[src/logic/fetch_defines.svh]
`ifndef FETCH_DEFINES_SVH
`define FETCH_DEFINES_SVH

// Address and instruction widths
`define XLEN 64
`define ILEN 32

// Reset pc, one word below the first fetch at 0x8000_0000
`define PC_RESET 64'h0000_0000_7FFF_FFFC

// Word model of the instruction memory
// Each word is the low half of its address XOR this salt
`define INST_SALT 32'h5A17_C3E9

// Stall pattern of the memory, must be nonzero
`define STALL_SEED 16'hACE1

`endif

[src/logic/fetch_pkg.sv]
`include "fetch_defines.svh"

package fetch_pkg;

    ////////////////////////////////////////////////////////////////////////////
    // Basic fetch types
    ////////////////////////////////////////////////////////////////////////////

    // Byte address of an instruction
    typedef logic [`XLEN-1:0] addr_t;

    // One raw instruction word
    typedef logic [`ILEN-1:0] inst_t;

    ////////////////////////////////////////////////////////////////////////////
    // IF/ID payload
    ////////////////////////////////////////////////////////////////////////////

    // Fetched word with the address it came from
    // pc sits in the upper bits, 96 bits in total
    typedef struct packed {
        addr_t pc;
        inst_t inst;
    } fetch_pair_t;

endpackage

[src/logic/imem_if.sv]
`timescale 1ns/1ps

// Fetch request and response channel to the instruction memory
// Request side is split: pc stage owns the strobe, next_pc the address
interface imem_if import fetch_pkg::*; ();

    // Request
    logic  req_valid;
    addr_t req_addr;
    logic  req_ready;

    // Response, one cycle after an accepted request
    logic  rsp_valid;
    inst_t rsp_inst;

    // pc stage, issues the strobe and pairs the answer
    modport fetch (
        output req_valid,
        input  req_addr,
        input  req_ready,
        input  rsp_valid,
        input  rsp_inst
    );

    // Next-pc unit, supplies the address and watches acceptance
    modport addr_gen (
        output req_addr,
        input  req_valid,
        input  req_ready
    );

    // Memory side
    modport mem (
        input  req_valid,
        input  req_addr,
        output req_ready,
        output rsp_valid,
        output rsp_inst
    );

endinterface

[src/logic/next_pc.sv]
`timescale 1ns/1ps

module next_pc import fetch_pkg::*; (
    input  logic     I_sys_clk,
    input  logic     I_rst,
    input  logic     redirect_valid,
    input  addr_t    redirect_target,
    input  addr_t    pc_now,
    imem_if.addr_gen imem
);

    // Redirect held until a request carries it
    logic  redir_pending;
    addr_t redir_addr;

    // Plain sequential successor
    addr_t seq_addr;

    // Request taken by the memory this cycle
    logic  req_fire;

    assign seq_addr = pc_now + addr_t'(4);
    assign req_fire = imem.req_valid & imem.req_ready;

    ////////////////////////////////////////////////////////////////////////////
    // Pending redirect
    ////////////////////////////////////////////////////////////////////////////

    // New strobe wins over a clear in the same cycle
    always_ff @(posedge I_sys_clk) begin
        if (I_rst) begin
            redir_pending <= 1'b0;
        end else if (redirect_valid) begin
            redir_pending <= 1'b1;
        end else if (req_fire) begin
            redir_pending <= 1'b0;
        end
    end

    // Target only, latest strobe overwrites
    always_ff @(posedge I_sys_clk) begin
        if (redirect_valid) begin
            redir_addr <= redirect_target;
        end
    end

    // Address of the next request
    // Stays on the target across rejected requests
    assign imem.req_addr = redir_pending ? redir_addr : seq_addr;

endmodule

[src/logic/pc.sv]
`timescale 1ns/1ps
`include "fetch_defines.svh"

module pc import fetch_pkg::*; (
    input  logic        I_sys_clk,
    input  logic        I_rst,
    imem_if.fetch       imem,
    input  logic        allowin,
    output addr_t       pc_now,
    output logic        fetch_valid,
    output fetch_pair_t fetch_pair
);

    // Request slot armed for this cycle
    logic        pc_valid;
    // Address of the last accepted request
    addr_t       pc_q;
    addr_t       pc_d;
    logic        rd_handshake;

    // Request went out last cycle, its answer is due now
    logic        input_valid;
    // Answer is here and matches a request
    logic        ifetch_valid;
    // Fetch may arm another request
    logic        fetch_allowin;

    // Stall cache
    logic        cache_valid;
    fetch_pair_t cache_pair;
    fetch_pair_t live_pair;

    ////////////////////////////////////////////////////////////////////////////
    // Request issue
    ////////////////////////////////////////////////////////////////////////////

    // No request unless IF/ID can take the answer
    assign imem.req_valid = pc_valid & allowin;
    assign rd_handshake   = imem.req_valid & imem.req_ready;

    // pc follows the address of each accepted request
    assign pc_d = rd_handshake ? imem.req_addr : pc_q;

    always_ff @(posedge I_sys_clk) begin
        if (I_rst) begin
            pc_q <= `PC_RESET;
        end else begin
            pc_q <= pc_d;
        end
    end

    // Rejected request leaves input_valid set with no answer
    // fetch_allowin then drops a cycle and the request goes out again
    always_ff @(posedge I_sys_clk) begin
        if (I_rst) begin
            input_valid <= 1'b0;
            pc_valid    <= 1'b0;
        end else begin
            input_valid <= imem.req_valid;
            pc_valid    <= fetch_allowin;
        end
    end

    ////////////////////////////////////////////////////////////////////////////
    // Response pairing
    ////////////////////////////////////////////////////////////////////////////

    assign ifetch_valid  = input_valid & imem.rsp_valid;
    assign fetch_allowin = ~input_valid | (imem.rsp_valid & allowin);

    // pc_q still holds the answered address in the response cycle
    assign live_pair = '{pc: pc_q, inst: imem.rsp_inst};

    // Payload of the cache, loaded on every live answer
    always_ff @(posedge I_sys_clk) begin
        if (ifetch_valid) begin
            cache_pair <= live_pair;
        end
    end

    // Set when IF/ID refuses a live answer
    always_ff @(posedge I_sys_clk) begin
        if (I_rst) begin
            cache_valid <= 1'b0;
        end else if (ifetch_valid & ~allowin) begin
            cache_valid <= 1'b1;
        end else if (cache_valid & allowin) begin
            cache_valid <= 1'b0;
        end
    end

    // Cached pair and live answer never meet
    assign fetch_valid = ifetch_valid | cache_valid;
    assign fetch_pair  = cache_valid ? cache_pair : live_pair;
    assign pc_now      = pc_q;

    // Held pair must sit still until IF/ID takes it
    a_cache_hold : assert property (@(posedge I_sys_clk) disable iff (I_rst)
        cache_valid && !allowin |=> cache_valid && $stable(fetch_pair))
        else $error("pc: cached pair changed before allowin");

endmodule

[src/logic/inst_rom.sv]
`timescale 1ns/1ps
`include "fetch_defines.svh"

module inst_rom import fetch_pkg::*; (
    input  logic I_sys_clk,
    input  logic I_rst,
    imem_if.mem  imem
);

    // Stall generator state
    logic [15:0] lfsr;
    logic        lfsr_fb;

    // Request taken this cycle
    logic        req_fire;

    // Word for the requested address
    inst_t       rom_word;

    // Registered response
    logic        rsp_valid_q;
    inst_t       rsp_inst_q;

    ////////////////////////////////////////////////////////////////////////////
    // Stall generator
    ////////////////////////////////////////////////////////////////////////////

    // Fibonacci LFSR, x^16 + x^14 + x^13 + x^11 + 1
    assign lfsr_fb = lfsr[15] ^ lfsr[13] ^ lfsr[12] ^ lfsr[10];

    // Free running, steps every cycle whether or not a request comes
    always_ff @(posedge I_sys_clk) begin
        if (I_rst) begin
            lfsr <= `STALL_SEED;
        end else begin
            lfsr <= {lfsr[14:0], lfsr_fb};
        end
    end

    // Stall when both low bits are zero, about one cycle in four
    assign imem.req_ready = |lfsr[1:0];
    assign req_fire       = imem.req_valid & imem.req_ready;

    ////////////////////////////////////////////////////////////////////////////
    // Word model and response
    ////////////////////////////////////////////////////////////////////////////

    // No storage, the word follows from its address
    assign rom_word = imem.req_addr[`ILEN-1:0] ^ `INST_SALT;

    // One-cycle pulse per accepted request
    always_ff @(posedge I_sys_clk) begin
        if (I_rst) begin
            rsp_valid_q <= 1'b0;
        end else begin
            rsp_valid_q <= req_fire;
        end
    end

    // Word captured only on acceptance
    always_ff @(posedge I_sys_clk) begin
        if (req_fire) begin
            rsp_inst_q <= rom_word;
        end
    end

    assign imem.rsp_valid = rsp_valid_q;
    assign imem.rsp_inst  = rsp_inst_q;

    // Only word-aligned fetches are modeled
    a_req_align : assert property (@(posedge I_sys_clk) disable iff (I_rst)
        req_fire |-> imem.req_addr[1:0] == 2'b00)
        else $error("inst_rom: request address not word aligned");

endmodule

[src/logic/if_id_reg.sv]
`timescale 1ns/1ps

module if_id_reg #(
    parameter type payload_t = logic [31:0]
) (
    input  logic     I_sys_clk,
    input  logic     I_rst,
    input  logic     in_valid,
    input  payload_t in_data,
    output logic     allowin,
    output logic     out_valid,
    output payload_t out_data,
    input  logic     out_ready
);

    // Entry state
    logic     valid_q;
    payload_t data_q;

    ////////////////////////////////////////////////////////////////////////////
    // One-entry stage
    ////////////////////////////////////////////////////////////////////////////

    // Room when empty or being drained this cycle
    assign allowin = ~valid_q | out_ready;

    // Valid follows the input whenever the entry turns over
    always_ff @(posedge I_sys_clk) begin
        if (I_rst) begin
            valid_q <= 1'b0;
        end else if (allowin) begin
            valid_q <= in_valid;
        end
    end

    // Payload only on a real transfer
    always_ff @(posedge I_sys_clk) begin
        if (allowin && in_valid) begin
            data_q <= in_data;
        end
    end

    assign out_valid = valid_q;
    assign out_data  = data_q;

    // Fetch side keeps a refused item in place
    a_in_hold : assert property (@(posedge I_sys_clk) disable iff (I_rst)
        in_valid && !allowin |=> in_valid && $stable(in_data))
        else $error("if_id_reg: refused input changed before allowin");

endmodule

[src/logic/fetch_top.sv]
`timescale 1ns/1ps
`include "fetch_defines.svh"

module fetch_top import fetch_pkg::*; (
    input  logic             I_sys_clk,
    input  logic             I_rst,
    input  logic             redirect_valid,
    input  logic [`XLEN-1:0] redirect_target,
    input  logic             id_ready,
    output logic             id_valid,
    output logic [`XLEN-1:0] id_pc,
    output logic [`ILEN-1:0] id_inst
);

    // Memory channel shared by pc, next_pc and the memory
    imem_if imem_bus ();

    // pc register fed back to next_pc
    addr_t       pc_now;

    // Fetch to IF/ID
    logic        fetch_valid;
    fetch_pair_t fetch_pair;
    logic        if_allowin;

    // IF/ID to decode
    fetch_pair_t id_pair;

    ////////////////////////////////////////////////////////////////////////////
    // Fetch front end
    ////////////////////////////////////////////////////////////////////////////

    next_pc u_next_pc (
        .I_sys_clk       (I_sys_clk),
        .I_rst           (I_rst),
        .redirect_valid  (redirect_valid),
        .redirect_target (redirect_target),
        .pc_now          (pc_now),
        .imem            (imem_bus.addr_gen)
    );

    pc u_pc (
        .I_sys_clk   (I_sys_clk),
        .I_rst       (I_rst),
        .imem        (imem_bus.fetch),
        .allowin     (if_allowin),
        .pc_now      (pc_now),
        .fetch_valid (fetch_valid),
        .fetch_pair  (fetch_pair)
    );

    inst_rom u_inst_rom (
        .I_sys_clk (I_sys_clk),
        .I_rst     (I_rst),
        .imem      (imem_bus.mem)
    );

    // IF/ID boundary carrying the pc/inst pair
    if_id_reg #(
        .payload_t (fetch_pair_t)
    ) u_if_id_reg (
        .I_sys_clk (I_sys_clk),
        .I_rst     (I_rst),
        .in_valid  (fetch_valid),
        .in_data   (fetch_pair),
        .allowin   (if_allowin),
        .out_valid (id_valid),
        .out_data  (id_pair),
        .out_ready (id_ready)
    );

    // Split the pair for decode
    assign id_pc   = id_pair.pc;
    assign id_inst = id_pair.inst;

endmodule

[config.mk]
export PLATFORM = sky130hd
export DESIGN_NAME = fetch_top
export DESIGN_NICKNAME = d
export VERILOG_FILES = /design/src/logic/fetch_pkg.sv /design/src/logic/imem_if.sv /design/src/logic/next_pc.sv /design/src/logic/pc.sv /design/src/logic/inst_rom.sv /design/src/logic/if_id_reg.sv /design/src/logic/fetch_top.sv
export VERILOG_INCLUDE_DIRS = /design/src /design/src/logic
export SDC_FILE = /design/constraint.sdc
export NUM_CORES = 1
export LEC_CHECK = 0
export BUFFER_PORTS_ARGS = -buffer_cell sky130_fd_sc_hd__clkbuf_2
export CAP_MARGIN = 20
export CELL_PAD_IN_SITES_DETAIL_PLACEMENT = 0
export CELL_PAD_IN_SITES_GLOBAL_PLACEMENT = 1
export CORE_ASPECT_RATIO = 1.75
export CORE_MARGIN = 1
export CORE_UTILIZATION = 44
export DETAILED_ROUTE_END_ITERATION = 12
export PLACE_DENSITY_LB_ADDON = 0.1
export SYNTH_ARGS = -nofsm -noshare
export SYNTH_HDL_FRONTEND = slang
export SYNTH_SLANG_ARGS = --single-unit
[constraint.sdc]
create_clock -name I_sys_clk -period 7.71 [get_ports I_sys_clk]
set_input_delay 0.771 -clock I_sys_clk [delete_from_list [all_inputs] [get_ports I_sys_clk]]
set_output_delay 0.771 -clock I_sys_clk [all_outputs]
set_load 0.05 [all_outputs]
==> results of run 1 <==
==> layout by cell type (no fill, tap or decap), types with 11 or more instances in the layout <==
master     instances
a22oi_1           31
edfxtp_1         288
mux2_2            89
o21ai_0           48
clkbuf_16         37
clkbuf_2         163
inv_1             11
buf_4             14
nor3_1            13
dfxtp_1           84
nand2_1           76
or2_2             12
nor2_1            29
nand3_1           37
or4_1             13
clkbuf_1          12
nand4_1           32
nor2b_1           12
o22ai_1           21
o211ai_1          11
a21oi_1           32
mux2i_1           25
a31oi_1           17
xnor2_1           20
==> metrics by stage <==
step | utilization (%) | instances
2_1_floorplan | - | 1104
3_3_place_gp | 48.3 | 1653
3_5_place_dp | 48.3 | 1654
4_1_cts | 51.6 | 1718
5_1_grt | 51.7 | 1719
6_report | 51.7 | 1719
==> final timing paths <==
check	start	end
worst min register to register	u_inst_rom.lfsr[14]$_SDFF_PP0_	u_inst_rom.lfsr[15]$_SDFF_PP1_
worst max-delay path	u_pc.cache_valid$_SDFFE_PP0P_	u_if_id_reg.out_data[38]$_DFFE_PP_
worst max register to register	u_pc.cache_valid$_SDFFE_PP0P_	u_if_id_reg.out_data[38]$_DFFE_PP_
worst min-delay path	u_inst_rom.lfsr[14]$_SDFF_PP0_	u_inst_rom.lfsr[15]$_SDFF_PP1_
==> power by group through the flow <==
| stage | logic (mW) | registers (mW) | clock network, mW |
|---|---|---|---|
| after floorplan | 0.380 | 2.46 | 0 |
| after global placement | 0.511 | 2.50 | 0 |
| after detailed placement | 0.517 | 2.50 | 0 |
| after CTS | 0.521 | 2.46 | 1.76 |
| after global routing | 0.571 | 2.47 | 1.83 |
| final | 0.516 | 2.46 | 1.71 |
==> layout make-up <==
type	count	area, µm²
repair buffers	179	963
multi-input cells	634	4480
flip-flops and latches	374	10400
clock inverters	15	151
clock buffers	49	971
well taps	455	569
inverters	13	48.8
fillers	2918	16400
==> routing by layer <==
| layer | wire [µm] | GRT usage (%) |
|---|---|---|
| met1 | 14000 | 24.2 |
| met2 | 19000 | 37.0 |
| met3 | 1090 | 2.58 |
| met4 | 1560 | 9.68 |
| met5 | 0 | 0 |
==> kinds of logic (layout without fill, tap and decap cells) <==
kind of cell	after synthesis	count (layout)	synth area share, %
buffers and inverters	96	256	2.88
XOR/XNOR	29	29	1.66
multiplexers	114	114	8.20
AND/OR/NAND/NOR	291	291	10.9
AO/OA/AOI/OAI	199	199	8.40
adder cells (fa/ha/maj)	1	1	0.0819
flip-flops	374	374	67.9
==> registers in the layout, indices dropped and copies added (netlist names) <==
| register | count |
|---|---|
| u_if_id_reg.out_data | 96 |
| u_if_id_reg.out_valid | 1 |
| u_inst_rom.imem.rsp_inst | 32 |
| u_inst_rom.imem.rsp_valid | 1 |
| u_inst_rom.lfsr | 16 |
| u_next_pc.redir_addr | 64 |
| u_next_pc.redir_pending | 1 |
| u_pc.cache_pair | 96 |
| u_pc.cache_valid | 1 |
| u_pc.input_valid | 1 |
| u_pc.pc_now | 64 |
| u_pc.pc_valid | 1 |
==> critical path, delay by kind of cell (launching register included) <==
| family | cells | cell delay (ns) |
|---|---|---|
| buf+inv | 1 | 0.85 |
| simple gates | 2 | 0.98 |
| flops | 1 | 0.71 |
==> results.json, run 1 <==
{
  "die_area_um2": 35500,
  "cp_cell_sequence": "nor2_1 -> nor2_4 -> buf_4",
  "cts_buffer_depth": 3,
  "r2r_cells": 3,
  "vias": 9339,
  "area_delta_synth_final_pct": 15.0,
  "worst_slew_pin_slew_ns": 1.04,
  "setup_viol": 0,
  "first_iter_violations": 477,
  "power_mw": 4.68,
  "synth_edf_count": 288,
  "power.density_nw_per_um2": 267,
  "period_share_pct": 39.2,
  "holdPathStages": 1,
  "power_frac_clock_pct": 36.5,
  "swShare_pct": 24.9,
  "synth_area_um2": 15300,
  "routedWlPerCell_um": 20.7,
  "synth_ff_type": "edfxtp_1",
  "yosys.area.top_type": "edfxtp_1",
  "clock_sinks": 374,
  "grt_usage_pct": 20.7,
  "ys_types": 69,
  "ys_top_cells_by_count": "288 x edfxtp_1, 89 x mux2_2, 86 x dfxtp_1",
  "async_flop_share_pct": 0,
  "h-tree-depth": 2,
  "yosys-top-cells-area": "edfxtp_1 57%, dfxtp_1 11%, mux2_2 6.6%",
  "cts_setup_buffers": 0,
  "grt_overflow": 0,
  "yosys.cell_count.top_type": "edfxtp_1",
  "place_area_um2": 16400,
  "grt_max_degree": 81,
  "max_freq_mhz": 331,
  "power.share.sequential_pct": 52.5,
  "cts_root_buf": "clkbuf_16",
  "grt_pass1_wl_um": 55000,
  "r2r_slack_ns": 4.69,
  "dp_hpwl_um": 22600,
  "hold-worst-slack_ns": 0.413,
  "cpPeakStageDelay_ns": 0.85,
  "worstSetupEndpointType": "register",
  "drv_slew": 0,
  "synth_top_area_share_pct": 56.6,
  "post_cts_resize_count": 0,
  "cts_hold_buf": 0,
  "hp-class": "register to register",
  "ios": 165,
  "gp_congestion": 0.824,
  "grt_antenna_before_repair": 0,
  "synth_cells": 1104,
  "grt_pass1_vias": 9496,
  "cp_slowest_cell": "buf_4",
  "worst_slack_ns": 4.69,
  "nNetsFinal": 1307,
  "cts_made_buffers": 36,
  "skew_ns": 0.0150,
  "status": "finished clean",
  "rsz0062_at_grt": "false",
  "first_pass_iters": 7,
  "rows": 89,
  "die_h_um": 248,
  "crit_type": "register to register",
  "ys_ff_latch": 374,
  "drive_above_1_share_pct": 28.2,
  "tns_ns": 0,
  "switchingPower_mw": 1.17,
  "maxSlewHeadroom_pct": 30.5,
  "design.core.area_um2": 34000,
  "final_hold_viol_count": 0,
  "viasPerCell": 5.43,
  "cp.required_ns": 7.85,
  "min_period_ns": 3.02,
  "power_frac_comb_pct": 11.0,
  "cp_max_fo": 67,
  "fp.dieW_um": 143,
  "arrival_ns": 3.16,
  "io_buffer_count": 164,
  "ys_seq_area_share_pct": 67.9,
  "antenna_cells": 0,
  "cap_violations": 0,
  "start_kind": "register",
  "totalWireLength_um": 35600,
  "ant_nets": 0,
  "pre_cts_ws_ns": 4.62,
  "syn_nets": 1173,
  "vdd_ir_drop_max_mv": 0.206,
  "drc": 0,
  "postLayoutCellArea_um2": 17600,
  "cts_tree": "built",
  "clkTransAtPathRegs_ns": 0.06,
  "synth_warnings": 0,
  "floorplan.initialDensity_pct": 45.0,
  "p_leak_nw": 6.15,
  "avgSynthCellArea_um2": 13.8,
  "p_int_mw": 3.52,
  "clock_latency_ns": 0.53
}
Note: power is estimated with default switching activity, not from simulation.
==> inputs of run 2 (changes only) <==
--- a/config.mk
+++ b/config.mk
@@ -12,7 +12,7 @@
 export CELL_PAD_IN_SITES_GLOBAL_PLACEMENT = 1
 export CORE_ASPECT_RATIO = 1.75
 export CORE_MARGIN = 1
-export CORE_UTILIZATION = 44
+export CORE_UTILIZATION = 45
 export DETAILED_ROUTE_END_ITERATION = 12
 export PLACE_DENSITY_LB_ADDON = 0.1
 export SYNTH_ARGS = -nofsm -noshare
==> constraint.sdc (replaced) <==
create_clock -name I_sys_clk -period 2.9 [get_ports I_sys_clk]
set_input_delay 0.29 -clock I_sys_clk [delete_from_list [all_inputs] [get_ports I_sys_clk]]
set_output_delay 0.29 -clock I_sys_clk [all_outputs]
set_load 0.05 [all_outputs]
==> results.json, run 2 (synthesis results as in run 1) <==
{
  "min_period_ns": 2.58,
  "cp_max_fo": 8,
  "hp-class": "input pin to register",
  "max_freq_mhz": 388,
  "rows": 88,
  "h-tree-depth": 2,
  "dp_hpwl_um": 23800,
  "cap_violations": 0,
  "clkTransAtPathRegs_ns": 0.07,
  "grt_overflow": 0,
  "period_share_pct": 88.9,
  "hold-worst-slack_ns": 0.198,
  "power_mw": 12.9,
  "layout_common_cells": "288 x edfxtp_1, 163 x clkbuf_2, 89 x mux2_2",
  "setup_viol": 0,
  "area_delta_synth_final_pct": 21.2,
  "p_leak_nw": 6.58,
  "worst_slew_pin_slew_ns": 0.979,
  "arrival_ns": 3.02,
  "drive_above_1_share_pct": 28.5,
  "tns_ns": 0,
  "floorplan.initialDensity_pct": 46.1,
  "grt_pass1_wl_um": 56100,
  "clock_latency_ns": 0.53,
  "power.density_nw_per_um2": 697,
  "cts_tree": "built",
  "fp.dieW_um": 141,
  "grt_usage_pct": 21.5,
  "placed_cells": 1674,
  "post_cts_resize_count": 0,
  "design.core.area_um2": 33100,
  "routedWlPerCell_um": 20.4,
  "rsz0062_at_grt": "false",
  "status": "finished clean",
  "gp_congestion": 0.811,
  "first_iter_violations": 655,
  "cp.required_ns": 3.34,
  "first_pass_iters": 7,
  "grt_pass1_vias": 9753,
  "antenna_cells": 0,
  "maxSlewHeadroom_pct": 34.8,
  "cts_made_buffers": 35,
  "io_buffer_count": 164,
  "ant_nets": 0,
  "final_hold_viol_count": 0,
  "nNetsFinal": 1394,
  "drv_slew": 0,
  "post-route-util_pct": 55.8,
  "vdd_ir_drop_max_mv": 0.442,
  "die_area_um2": 34700,
  "die_h_um": 246,
  "ios": 165,
  "grt_antenna_before_repair": 0,
  "worstSetupEndpointType": "register",
  "drc": 0,
  "viasPerCell": 5.46,
  "grt_max_degree": 97,
  "cts_buffer_depth": 3,
  "start_kind": "register",
  "cts_root_buf": "clkbuf_16",
  "clock_sinks": 374,
  "crit_type": "register to register",
  "skew_ns": 0.0248,
  "vias": 9828,
  "totalWireLength_um": 36800,
  "final_common_cell": "edfxtp_1",
  "fin_cells": 1801
}
[run 2: power by group]
group	internal (mW)	leakage [nW]	switching, mW	total (mW)
clock	2.92	0.586	1.95	4.87
combinational	0.624	2.63	0.910	1.53
sequential	6.19	3.36	0.302	6.49
total	9.73	6.58	3.16	12.9
[run 2: layer usage]
layer / vias up / GRT usage (%) / share of wire (%)
li1: 4677 / - / -
met1: 4832 / 24.2 / 38
met2: 261 / 40.7 / 55
met3: 58 / 2.78 / 3.7
met4: 0 / 7.99 / 3.0
met5: - / 0 / 0
[run 2: final timing paths]
kind / from / end / slack (ns) / cells after the start
setup / recovery: u_pc.pc_now[2]$_SDFFE_PP1P_ / u_pc.pc_now[62]$_SDFFE_PP0P_ / 0.32 / 6
hold / removal: I_rst / u_pc.pc_now[0]$_SDFFE_PP0P_ / 0.20 / 2
setup reg to reg: u_pc.pc_now[2]$_SDFFE_PP1P_ / u_pc.pc_now[62]$_SDFFE_PP0P_ / 0.32 / 6
hold reg to reg: u_inst_rom.lfsr[4]$_SDFF_PP0_ / u_inst_rom.lfsr[5]$_SDFF_PP1_ / 0.41 / 1
[run 2: worst max-delay path, cell delays in order, from the launching register on]
cell and delay [ns]:
dfxtp_1 0.47, ha_1 0.28, nand4_2 0.18, nor3_2 0.46, nand4_1 0.39, or4_1 0.57, a31oi_1 0.15
[run 2: what timing repair did]
action	4_1_cts	5_1_grt
setup buffers	0	0
hold buffers	64	0
hold endpoints to repair	64	0
endpoints found under the setup margin	0	0
[run 2: through the flow]
stage	instance area, µm²	setup WS, ns
floorplan	15300	-0.139
finish	18500	0.321
global route	18500	0.111
global placement	16600	0.366
CTS	18500	0.273
detailed placement	16600	0.306
[run 2: final cells by class]
type | instances | area, µm²
tap | 450 | 563
multi-input combinational | 634 | 4490
sequential | 374 | 10400
timing repair buffer | 267 | 1810
inverter | 13 | 48.8
clock buffer | 50 | 1030
clock inverter | 13 | 194
fill | 2734 | 14600
